**config.mk**
```make
export PLATFORM = sky130hd
export DESIGN_NAME = lsu
export DESIGN_NICKNAME = d
export VERILOG_FILES = /design/src/hw/lsuPkg.sv /design/src/hw/lsuDecode.sv /design/src/hw/lsuBusFsm.sv /design/src/hw/lsuStoreAlign.sv /design/src/hw/lsuLoadAlign.sv /design/src/hw/lsu.sv
export SDC_FILE = /design/constraint.sdc
export NUM_CORES = 1
export LEC_CHECK = 0
export ABC_CLOCK_PERIOD_IN_PS = 2400
export BUFFER_PORTS_ARGS = -buffer_cell sky130_fd_sc_hd__buf_2
export CORE_AREA = 5 5 143 145
export CTS_CLUSTER_SIZE = 40
export DETAILED_ROUTE_END_ITERATION = 10
export DIE_AREA = 0 0 148 150
export PLACE_DENSITY_LB_ADDON = 0.05
export SLEW_MARGIN = 5
export SYNTH_ARGS = -nofsm -noshare
export SYNTH_HDL_FRONTEND = slang
export SYNTH_SLANG_ARGS = --single-unit
export TNS_END_PERCENT = 100
```
**constraint.sdc**
```tcl
create_clock -name clk -period 2.4 [get_ports clk]
set_clock_uncertainty 0.15 [all_clocks]
set_input_delay 0.12 -clock clk [delete_from_list [all_inputs] [get_ports clk]]
set_output_delay 0.12 -clock clk [all_outputs]
set_load 0.005 [all_outputs]
```
**src/hw/lsuPkg.sv**
```systemverilog
// shared widths, data region, memRw codes and funct3 view; import into every lsu block and the testbench
`default_nettype none

package lsuPkg;

  ////////////////////////////////////////////////////////////////////////////
  // datapath and bus widths
  ////////////////////////////////////////////////////////////////////////////

  localparam int Xlen   = 64;    // hart register width
  localparam int PaBits = 32;    // physical bus address width

  // single legal data region, identity mapped
  localparam logic [PaBits-1:0] DataBase  = 32'h8000_0000;
  localparam int                DataBytes = 4096;

  // memRw encodings, read in bit 1 and write in bit 0
  localparam logic [1:0] MemRead  = 2'b10;
  localparam logic [1:0] MemWrite = 2'b01;

  // access size codes from funct3[1:0]
  localparam logic [1:0] SizeByte   = 2'd0;   // lb lbu sb
  localparam logic [1:0] SizeHalf   = 2'd1;   // lh lhu sh
  localparam logic [1:0] SizeWord   = 2'd2;   // lw lwu sw
  localparam logic [1:0] SizeDouble = 2'd3;   // ld sd

  ////////////////////////////////////////////////////////////////////////////
  // funct3 seen as opcode field or as sign/size fields
  ////////////////////////////////////////////////////////////////////////////

  typedef struct packed {
    logic       isUnsigned;   // bit 2, zero extend on load
    logic [1:0] size;         // bits 1:0, log2 of byte count
  } funct3Fields;

  typedef union packed {
    logic [2:0]  raw;         // as carried in the instruction word
    funct3Fields f;           // as the lsu decodes it
  } funct3U;

endpackage

`default_nettype wire

```
**src/hw/lsuDecode.sv**
```systemverilog
// decode stage of the lsu, turns a memory-stage request into size, sign, faults and a bus go
`default_nettype none

module lsuDecode import lsuPkg::*; (
  input  logic [1:0]      memRw,                // read in bit 1, write in bit 0
  input  funct3U          funct3,
  input  logic [Xlen-1:0] memAdr,
  output logic            isLoad,
  output logic            isStore,
  output logic            accessGo,             // legal access, start bus cycle
  output logic            isUnsignedM,
  output logic [1:0]      sizeM,
  output logic            loadMisalignedFault,
  output logic            storeMisalignedFault,
  output logic            loadAccessFault,
  output logic            storeAccessFault
);

  logic misaligned;    // address not a multiple of the access size
  logic outOfRange;    // address outside the data region

  // both-bits-set is never issued, so exact compares are enough
  assign isLoad  = (memRw == MemRead);
  assign isStore = (memRw == MemWrite);

  assign sizeM       = funct3.f.size;
  assign isUnsignedM = funct3.f.isUnsigned;

  // natural alignment check per access size
  always_comb begin
    case (sizeM)
      SizeByte:   misaligned = 1'b0;
      SizeHalf:   misaligned = memAdr[0];
      SizeWord:   misaligned = |memAdr[1:0];
      default:    misaligned = |memAdr[2:0];    // doubleword
    endcase
  end

  // region bounds widened to the full address, upper bits must be zero
  assign outOfRange = (memAdr < Xlen'(DataBase))
                    | (memAdr >= Xlen'(DataBase) + Xlen'(DataBytes));

  // misaligned wins over access fault
  assign loadMisalignedFault  = isLoad & misaligned;
  assign storeMisalignedFault = isStore & misaligned;
  assign loadAccessFault      = isLoad & ~misaligned & outOfRange;
  assign storeAccessFault     = isStore & ~misaligned & outOfRange;

  assign accessGo = (isLoad | isStore) & ~misaligned & ~outOfRange;

endmodule

`default_nettype wire

```
**src/hw/lsuBusFsm.sv**
```systemverilog
// execute stage bus FSM of the lsu, holds the read or write strobe and stalls the pipeline until ack
`default_nettype none

module lsuBusFsm (
  input  logic clk,
  input  logic rst,
  input  logic accessGo,    // legal request from decode
  input  logic isLoad,      // held stable by the pipeline while stalled
  input  logic isStore,
  input  logic busAck,      // one-cycle pulse from memory
  output logic busRead,
  output logic busWrite,
  output logic lsuStall
);

  ////////////////////////////////////////////////////////////////////////////
  // state register
  ////////////////////////////////////////////////////////////////////////////

  typedef enum logic {
    Ready,     // idle, request decoded combinationally
    Access     // strobe out, waiting for ack
  } stateT;

  stateT state;
  stateT nextState;

  always_ff @(posedge clk) begin
    if (rst) begin
      state <= Ready;
    end else begin
      state <= nextState;
    end
  end

  ////////////////////////////////////////////////////////////////////////////
  // next state and stall
  ////////////////////////////////////////////////////////////////////////////

  always_comb begin
    nextState = state;
    lsuStall  = 1'b0;
    case (state)
      Ready: begin
        // stall in the request cycle itself so the pipeline holds its inputs
        lsuStall = accessGo;
        if (accessGo) begin
          nextState = Access;
        end
      end
      Access: begin
        lsuStall = ~busAck;                 // retire at the edge ending the ack cycle
        if (busAck) begin
          nextState = Ready;                // strobe drops next cycle
        end
      end
      default: begin
        nextState = Ready;
      end
    endcase
  end

  ////////////////////////////////////////////////////////////////////////////
  // bus strobes
  ////////////////////////////////////////////////////////////////////////////

  // request kind does not move during Access, so decode straight off the state
  assign busRead  = (state == Access) & isLoad;
  assign busWrite = (state == Access) & isStore;

endmodule

`default_nettype wire

```
**src/hw/lsuStoreAlign.sv**
```systemverilog
// store side of the lsu result stage, puts write data on its byte lanes and builds the byte enable
`default_nettype none

module lsuStoreAlign import lsuPkg::*; (
  input  logic [1:0]      sizeM,
  input  logic [2:0]      memAdr,         // byte offset in the bus word
  input  logic [Xlen-1:0] writeData,
  output logic [7:0]      busByteEn,
  output logic [Xlen-1:0] busWriteData
);

  // replicate the low bytes so every lane the offset can pick carries them
  always_comb begin
    case (sizeM)
      SizeByte:   busWriteData = {8{writeData[7:0]}};
      SizeHalf:   busWriteData = {4{writeData[15:0]}};
      SizeWord:   busWriteData = {2{writeData[31:0]}};
      default:    busWriteData = writeData;
    endcase
  end

  // enable mask shifted up to the addressed lane, alignment already checked
  always_comb begin
    case (sizeM)
      SizeByte:   busByteEn = 8'b0000_0001 << memAdr;
      SizeHalf:   busByteEn = 8'b0000_0011 << memAdr;
      SizeWord:   busByteEn = 8'b0000_1111 << memAdr;
      default:    busByteEn = 8'b1111_1111;
    endcase
  end

endmodule

`default_nettype wire

```
**src/hw/lsuLoadAlign.sv**
```systemverilog
// load side of the lsu result stage, extracts and extends the addressed bytes into readDataW
`default_nettype none

module lsuLoadAlign import lsuPkg::*; (
  input  logic            clk,
  input  logic            rst,
  input  logic            busAck,
  input  logic            isLoad,
  input  logic [1:0]      sizeM,
  input  logic            isUnsignedM,
  input  logic [2:0]      memAdr,         // byte offset in the bus word
  input  logic [Xlen-1:0] busReadData,    // valid in the ack cycle only
  output logic [Xlen-1:0] readDataW
);

  logic [Xlen-1:0] shifted;      // addressed bytes moved to lane 0
  logic [Xlen-1:0] loadValue;    // extended result
  logic            signBit;

  assign shifted = busReadData >> {memAdr, 3'b000};

  // top bit of the loaded item, masked for unsigned forms
  always_comb begin
    case (sizeM)
      SizeByte:   signBit = shifted[7];
      SizeHalf:   signBit = shifted[15];
      SizeWord:   signBit = shifted[31];
      default:    signBit = shifted[63];
    endcase
    signBit = signBit & ~isUnsignedM;
  end

  always_comb begin
    case (sizeM)
      SizeByte:   loadValue = {{56{signBit}}, shifted[7:0]};
      SizeHalf:   loadValue = {{48{signBit}}, shifted[15:0]};
      SizeWord:   loadValue = {{32{signBit}}, shifted[31:0]};
      default:    loadValue = shifted;        // ld, no extension
    endcase
  end

  // write-back register, only a read ack updates it
  always_ff @(posedge clk) begin
    if (rst) begin
      readDataW <= '0;
    end else if (busAck & isLoad) begin
      readDataW <= loadValue;
    end
  end

endmodule

`default_nettype wire

```
**src/hw/lsu.sv**
```systemverilog
// top of the memory-stage load/store unit, ties pipeline request ports to the single data bus
`default_nettype none

module lsu import lsuPkg::*; (
  input  logic              clk,
  input  logic              rst,
  // pipeline request, held while lsuStall is high
  input  logic [1:0]        memRw,
  input  funct3U            funct3,
  input  logic [Xlen-1:0]   memAdr,
  input  logic [Xlen-1:0]   writeData,
  output logic              lsuStall,
  output logic [Xlen-1:0]   readDataW,
  // faults to the trap logic
  output logic              loadMisalignedFault,
  output logic              storeMisalignedFault,
  output logic              loadAccessFault,
  output logic              storeAccessFault,
  // data bus
  output logic [PaBits-1:0] busAdr,
  output logic              busRead,
  output logic              busWrite,
  output logic [7:0]        busByteEn,
  output logic [Xlen-1:0]   busWriteData,
  input  logic              busAck,
  input  logic [Xlen-1:0]   busReadData
);

  logic       isLoad;
  logic       isStore;
  logic       accessGo;
  logic       isUnsignedM;
  logic [1:0] sizeM;

  ////////////////////////////////////////////////////////////////////////////
  // decode, bus control, lane steering
  ////////////////////////////////////////////////////////////////////////////

  lsuDecode decode (
    .memRw(memRw), .funct3(funct3), .memAdr(memAdr),
    .isLoad(isLoad), .isStore(isStore), .accessGo(accessGo),
    .isUnsignedM(isUnsignedM), .sizeM(sizeM),
    .loadMisalignedFault(loadMisalignedFault),
    .storeMisalignedFault(storeMisalignedFault),
    .loadAccessFault(loadAccessFault),
    .storeAccessFault(storeAccessFault)
  );

  lsuBusFsm busFsm (
    .clk(clk), .rst(rst), .accessGo(accessGo),
    .isLoad(isLoad), .isStore(isStore), .busAck(busAck),
    .busRead(busRead), .busWrite(busWrite), .lsuStall(lsuStall)
  );

  lsuStoreAlign storeAlign (
    .sizeM(sizeM), .memAdr(memAdr[2:0]), .writeData(writeData),
    .busByteEn(busByteEn), .busWriteData(busWriteData)
  );

  lsuLoadAlign loadAlign (
    .clk(clk), .rst(rst), .busAck(busAck), .isLoad(isLoad),
    .sizeM(sizeM), .isUnsignedM(isUnsignedM), .memAdr(memAdr[2:0]),
    .busReadData(busReadData), .readDataW(readDataW)
  );

  // identity translation, word aligned on the bus
  assign busAdr = {memAdr[PaBits-1:3], 3'b000};

endmodule

`default_nettype wire

```
==> out/qor.log <==
[run_status] run status complete, no violations
[sta] number of hold-slack violations in the final timing report 0
[drt] per-cell routed wire length 22.9 µm
[sta] Fmax 0.508 GHz
[sta] final-report setup violation count 0
[grt] total global-route track usage 26.5%
[sta] actual transition at the worst max-transition pin 0.558 ns
[setup_path] register-to-register setup slack 1.31 ns
[drt] Detail Route Antenna Nets 0
[drt] DRC Markers 0
[drt] first-pass detailed-route iteration total 5
[sta] final slew viol count 0
[sta] relative slew slack 62.7%
[setup_path] CP Launch Type input port
[worst_hold_path] Tightest Hold Check Type input port to flip-flop
[yosys] distinct cell type count after synthesis 57
[grt] wire length of the first global-routing pass 45.1 mm
[yosys] average cell area after synthesis 7.59 µm²
[placement] Placement Setup Slack 0.244 ns
[pwr] largest vdd supply drop 0.277 mV
[die] core area 19100 µm²
[yosys] main combinational cell family by area after synthesis compound AO/OA/AOI/OAI gates
[yosys] xor/xnor share of the synthesized area 0%
[yosys] Post-Synthesis Cell Area 6260 µm²
[pwr] power per cell area 452 nW/µm²
[setup_path] Slowest Stage Delay on Critical Path 0.55 ns
[layout] final net count 1324
[pwr] fraction of power consumed by the clock network 35.5%
[yosys] number of synthesized register bits 65
[setup_path] critical path class input port to primary output
[layout] layout cell share with drive strength beyond 1 43.0%
[worst_hold_path] start point of the worst hold path rst
[cts] clock insertion delay at the later pin of the skew report 0.33 ns
[cts] post-CTS setup repair buffer count 0
[yosys] Post-synth ARST share 0%
[yosys] Yosys warnings 0
[setup_path] largest fanout on the critical path 2
[yosys] post-synthesis cell count 825
[drt] via density per instance 5.51
[pwr] P_sw 1280 µW
[placement] post-detailed-placement half-perimeter wirelength 24.6 mm
[setup_path] depth of the worst register-to-register path 4
[yosys] post-synthesis share of cell area spent on full adders, half adders and majority gates 1.40%
[die] # rows 51
[sta] post-layout worst setup margin 0.431 ns
[drt] overall routed net length 31.2 mm
[worst_hold_path] worst hold path endpoint loadAlign.readDataW[24]
[pwr] Reg power frac 30.1%
[pwr] static leakage 0.00409 µW
[grt] number of global-route vias before repair 7314
[cts] clock sink count 65
[die] die boundary width 148 µm
[yosys] synth cell count leaders nor2_1, nand2_1, dfxtp_1
[grt] largest net degree at the start of global routing 51
[setup_path] list of cells traversed by the critical path buf_2 -> nor4_1 -> nand4_1 -> nor4_1 -> nor2_1 -> and2_1 -> buf_2
[setup_path] startpoint of the worst-slack reg-to-reg timing path loadAlign.readDataW[29]
[pwr] Internal Pwr Total 2520 µW
[setup_path] worst-path cell with the longest stage delay nor4_1
[cts] clock root cell clkbuf_16
[yosys] count of flip-flops with a built-in enable after synthesis 0
[yosys] largest cells by area after synthesis dfxtp_1, nor2_1, mux2i_1
[sta] Setup Total Neg Slack 0 ns
[yosys] fraction of the yosys area taken by sequential cells 20.8%
[sta] setup repair after global routing missed its margin no
[yosys] most frequently used cell type in the post-synthesis netlist nor2_1
[grt] global route total overflow 0
[layout] synthesis-to-finish area growth 34.4%
[yosys] largest area contributor in the synthesized netlist dfxtp_1
[grt] initial antenna violation count 5
[grt] met1 demand-to-capacity share in global routing 33.2%
[die] area enclosed by the die boundary 22200 µm²
[cts] count of hold-fix buffers inserted at cts 0
[cts] TritonCTS clock tree done
[placement] Buffers on Ports 353
[grt] met2 Use GR 44.8%
[yosys] Synth top area share 20.8%
[pwr] fraction of power spent switching nets 33.7%
[placement] final RePlAce weighted congestion 1.02
[drt] DR vias 7524
[die] Die Height 150 µm
[grt] busiest metal layer after global routing met2
[sta] Hold Worst Slack 0.0812 ns
[die] initial cell density of the core 32.8%
[grt] met3 GRT Util 5.57%
[setup_path] endpoint required time on the critical path 2.13 ns
[setup_path] Worst setup EP type primary output
[drt] Iteration-0 DRC Markers 577
[cts] CTS Buf Count 9
[setup_path] worst flop-to-flop path endpoint loadAlign.readDataW[29]
[cts] number of buffers on the longest clock path 2
[cts] clock-pin transition on the worst setup and hold timing paths 0.06 ns
[run] # Max-Cap Violations 0
[yosys] Simple-Gate Fraction of Synth Area 20.8%
[worst_hold_path] Worst Hold Path Cells 2
[yosys] ys flop type dfxtp_1
[pwr] combinational power share 34.3%
[yosys] share of synthesized area spent on multiplexers 14.7%
[cts] H-tree lvl count 3
[yosys] complex-gate fraction of the synthesized area 30.8%
[die] Top Ports 375
[cts] # resized after CTS 0
[sta] fin crit share 82.0%
[setup_path] arrival time at the worst endpoint 1.70 ns
[sta] clock period minus worst slack 1.97 ns
-- per-stage QoR --
step                      instance area [µm²]  instances  util, %  total power, µW
after detailed placement                 8090       1344     42.4             2460
after CTS                                8400       1360     44.0             3830
after global placement                   8090       1344     42.4             2470
after global routing                     8410       1363     44.1             3990
final                                    8410       1365     44.1             3800
after floorplan                          6270        827        -             1880
-- registers in the layout, indices dropped and copies added, names as in the netlist --
| signal | cells |
|---|---|
| loadAlign.readDataW | 64 |
| busFsm.state | 1 |
-- layer usage --
layer / share of wire [%] / vias to the layer above
li1: - / 3573
met1: 41 / 3581
met2: 48 / 325
met3: 7.5 / 43
met4: 2.9 / 2
met5: 0.042 / -
-- critical path, delay by kind of cell --
family / cells / cell delay [ns]
AND/OR/NAND/NOR: 5 / 1.35
buffers and inverters: 2 / 0.22
-- layout by cell type (no fill, tap or decap), types with 10 or more instances in the layout --
cell type | Yosys | layout
buf_4 | 44 | 38
nor4_1 | 13 | 13
mux2_2 | 16 | 16
inv_1 | 17 | 17
a22oi_1 | 19 | 19
nand2_1 | 73 | 73
and3_1 | 14 | 14
o21ai_0 | 18 | 18
a31oi_1 | 10 | 10
dfxtp_1 | 65 | 65
buf_2 | 6 | 351
a211oi_1 | 17 | 17
o22ai_1 | 14 | 14
a221o_1 | 16 | 16
a21oi_1 | 43 | 43
and2_1 | 14 | 13
nor2_1 | 150 | 148
a21o_1 | 16 | 16
nor3_1 | 13 | 13
o22ai_2 | 22 | 22
mux2i_1 | 52 | 52
a22o_1 | 16 | 16
-- logic make-up after synthesis --
kind of cell | count (synthesis)
and+or+nand+nor | 297
AOI/OAI and AO/OA | 241
buffers and inverters | 135
muxes | 79
DFF | 65
adders and majority gates | 7
other | 1
-- power by group through the flow --
| stage | logic [µW] | registers, µW | clock network (µW) |
|---|---|---|---|
| floorplan | 718 | 1160 | 0 |
| CTS | 1300 | 1150 | 1380 |
| global route | 1410 | 1150 | 1430 |
| finish | 1300 | 1140 | 1350 |
| global placement | 1300 | 1170 | 0 |
| detailed placement | 1300 | 1170 | 0 |
-- layout make-up --
| type | count | area, µm² |
|---|---|---|
| diodes | 5 | 12.5 |
| clock buffers | 10 | 239 |
| clock inverters | 6 | 67.6 |
| fillers | 2005 | 10700 |
| inverters | 19 | 71.3 |
| multi-input cells | 627 | 4260 |
| flip-flops and latches | 65 | 1300 |
| well taps | 238 | 298 |
| repair buffers | 395 | 2160 |
-- how the worst max path moves through the flow --
| stage | from | end | slack (ns) |
|---|---|---|---|
| after floorplan | funct3[0] | loadAlign.readDataW[56] | 0.34 |
| after global placement | memAdr[2] | loadAlign.readDataW[35] | 0.26 |
| after detailed placement | memAdr[2] | loadAlign.readDataW[59] | 0.24 |
| after CTS | funct3[1] | loadAccessFault | 0.42 |
| after global routing | memAdr[50] | storeAccessFault | 0.19 |
| final | memAdr[62] | storeAccessFault | 0.43 |
Note: power is estimated with default switching activity, not from simulation.
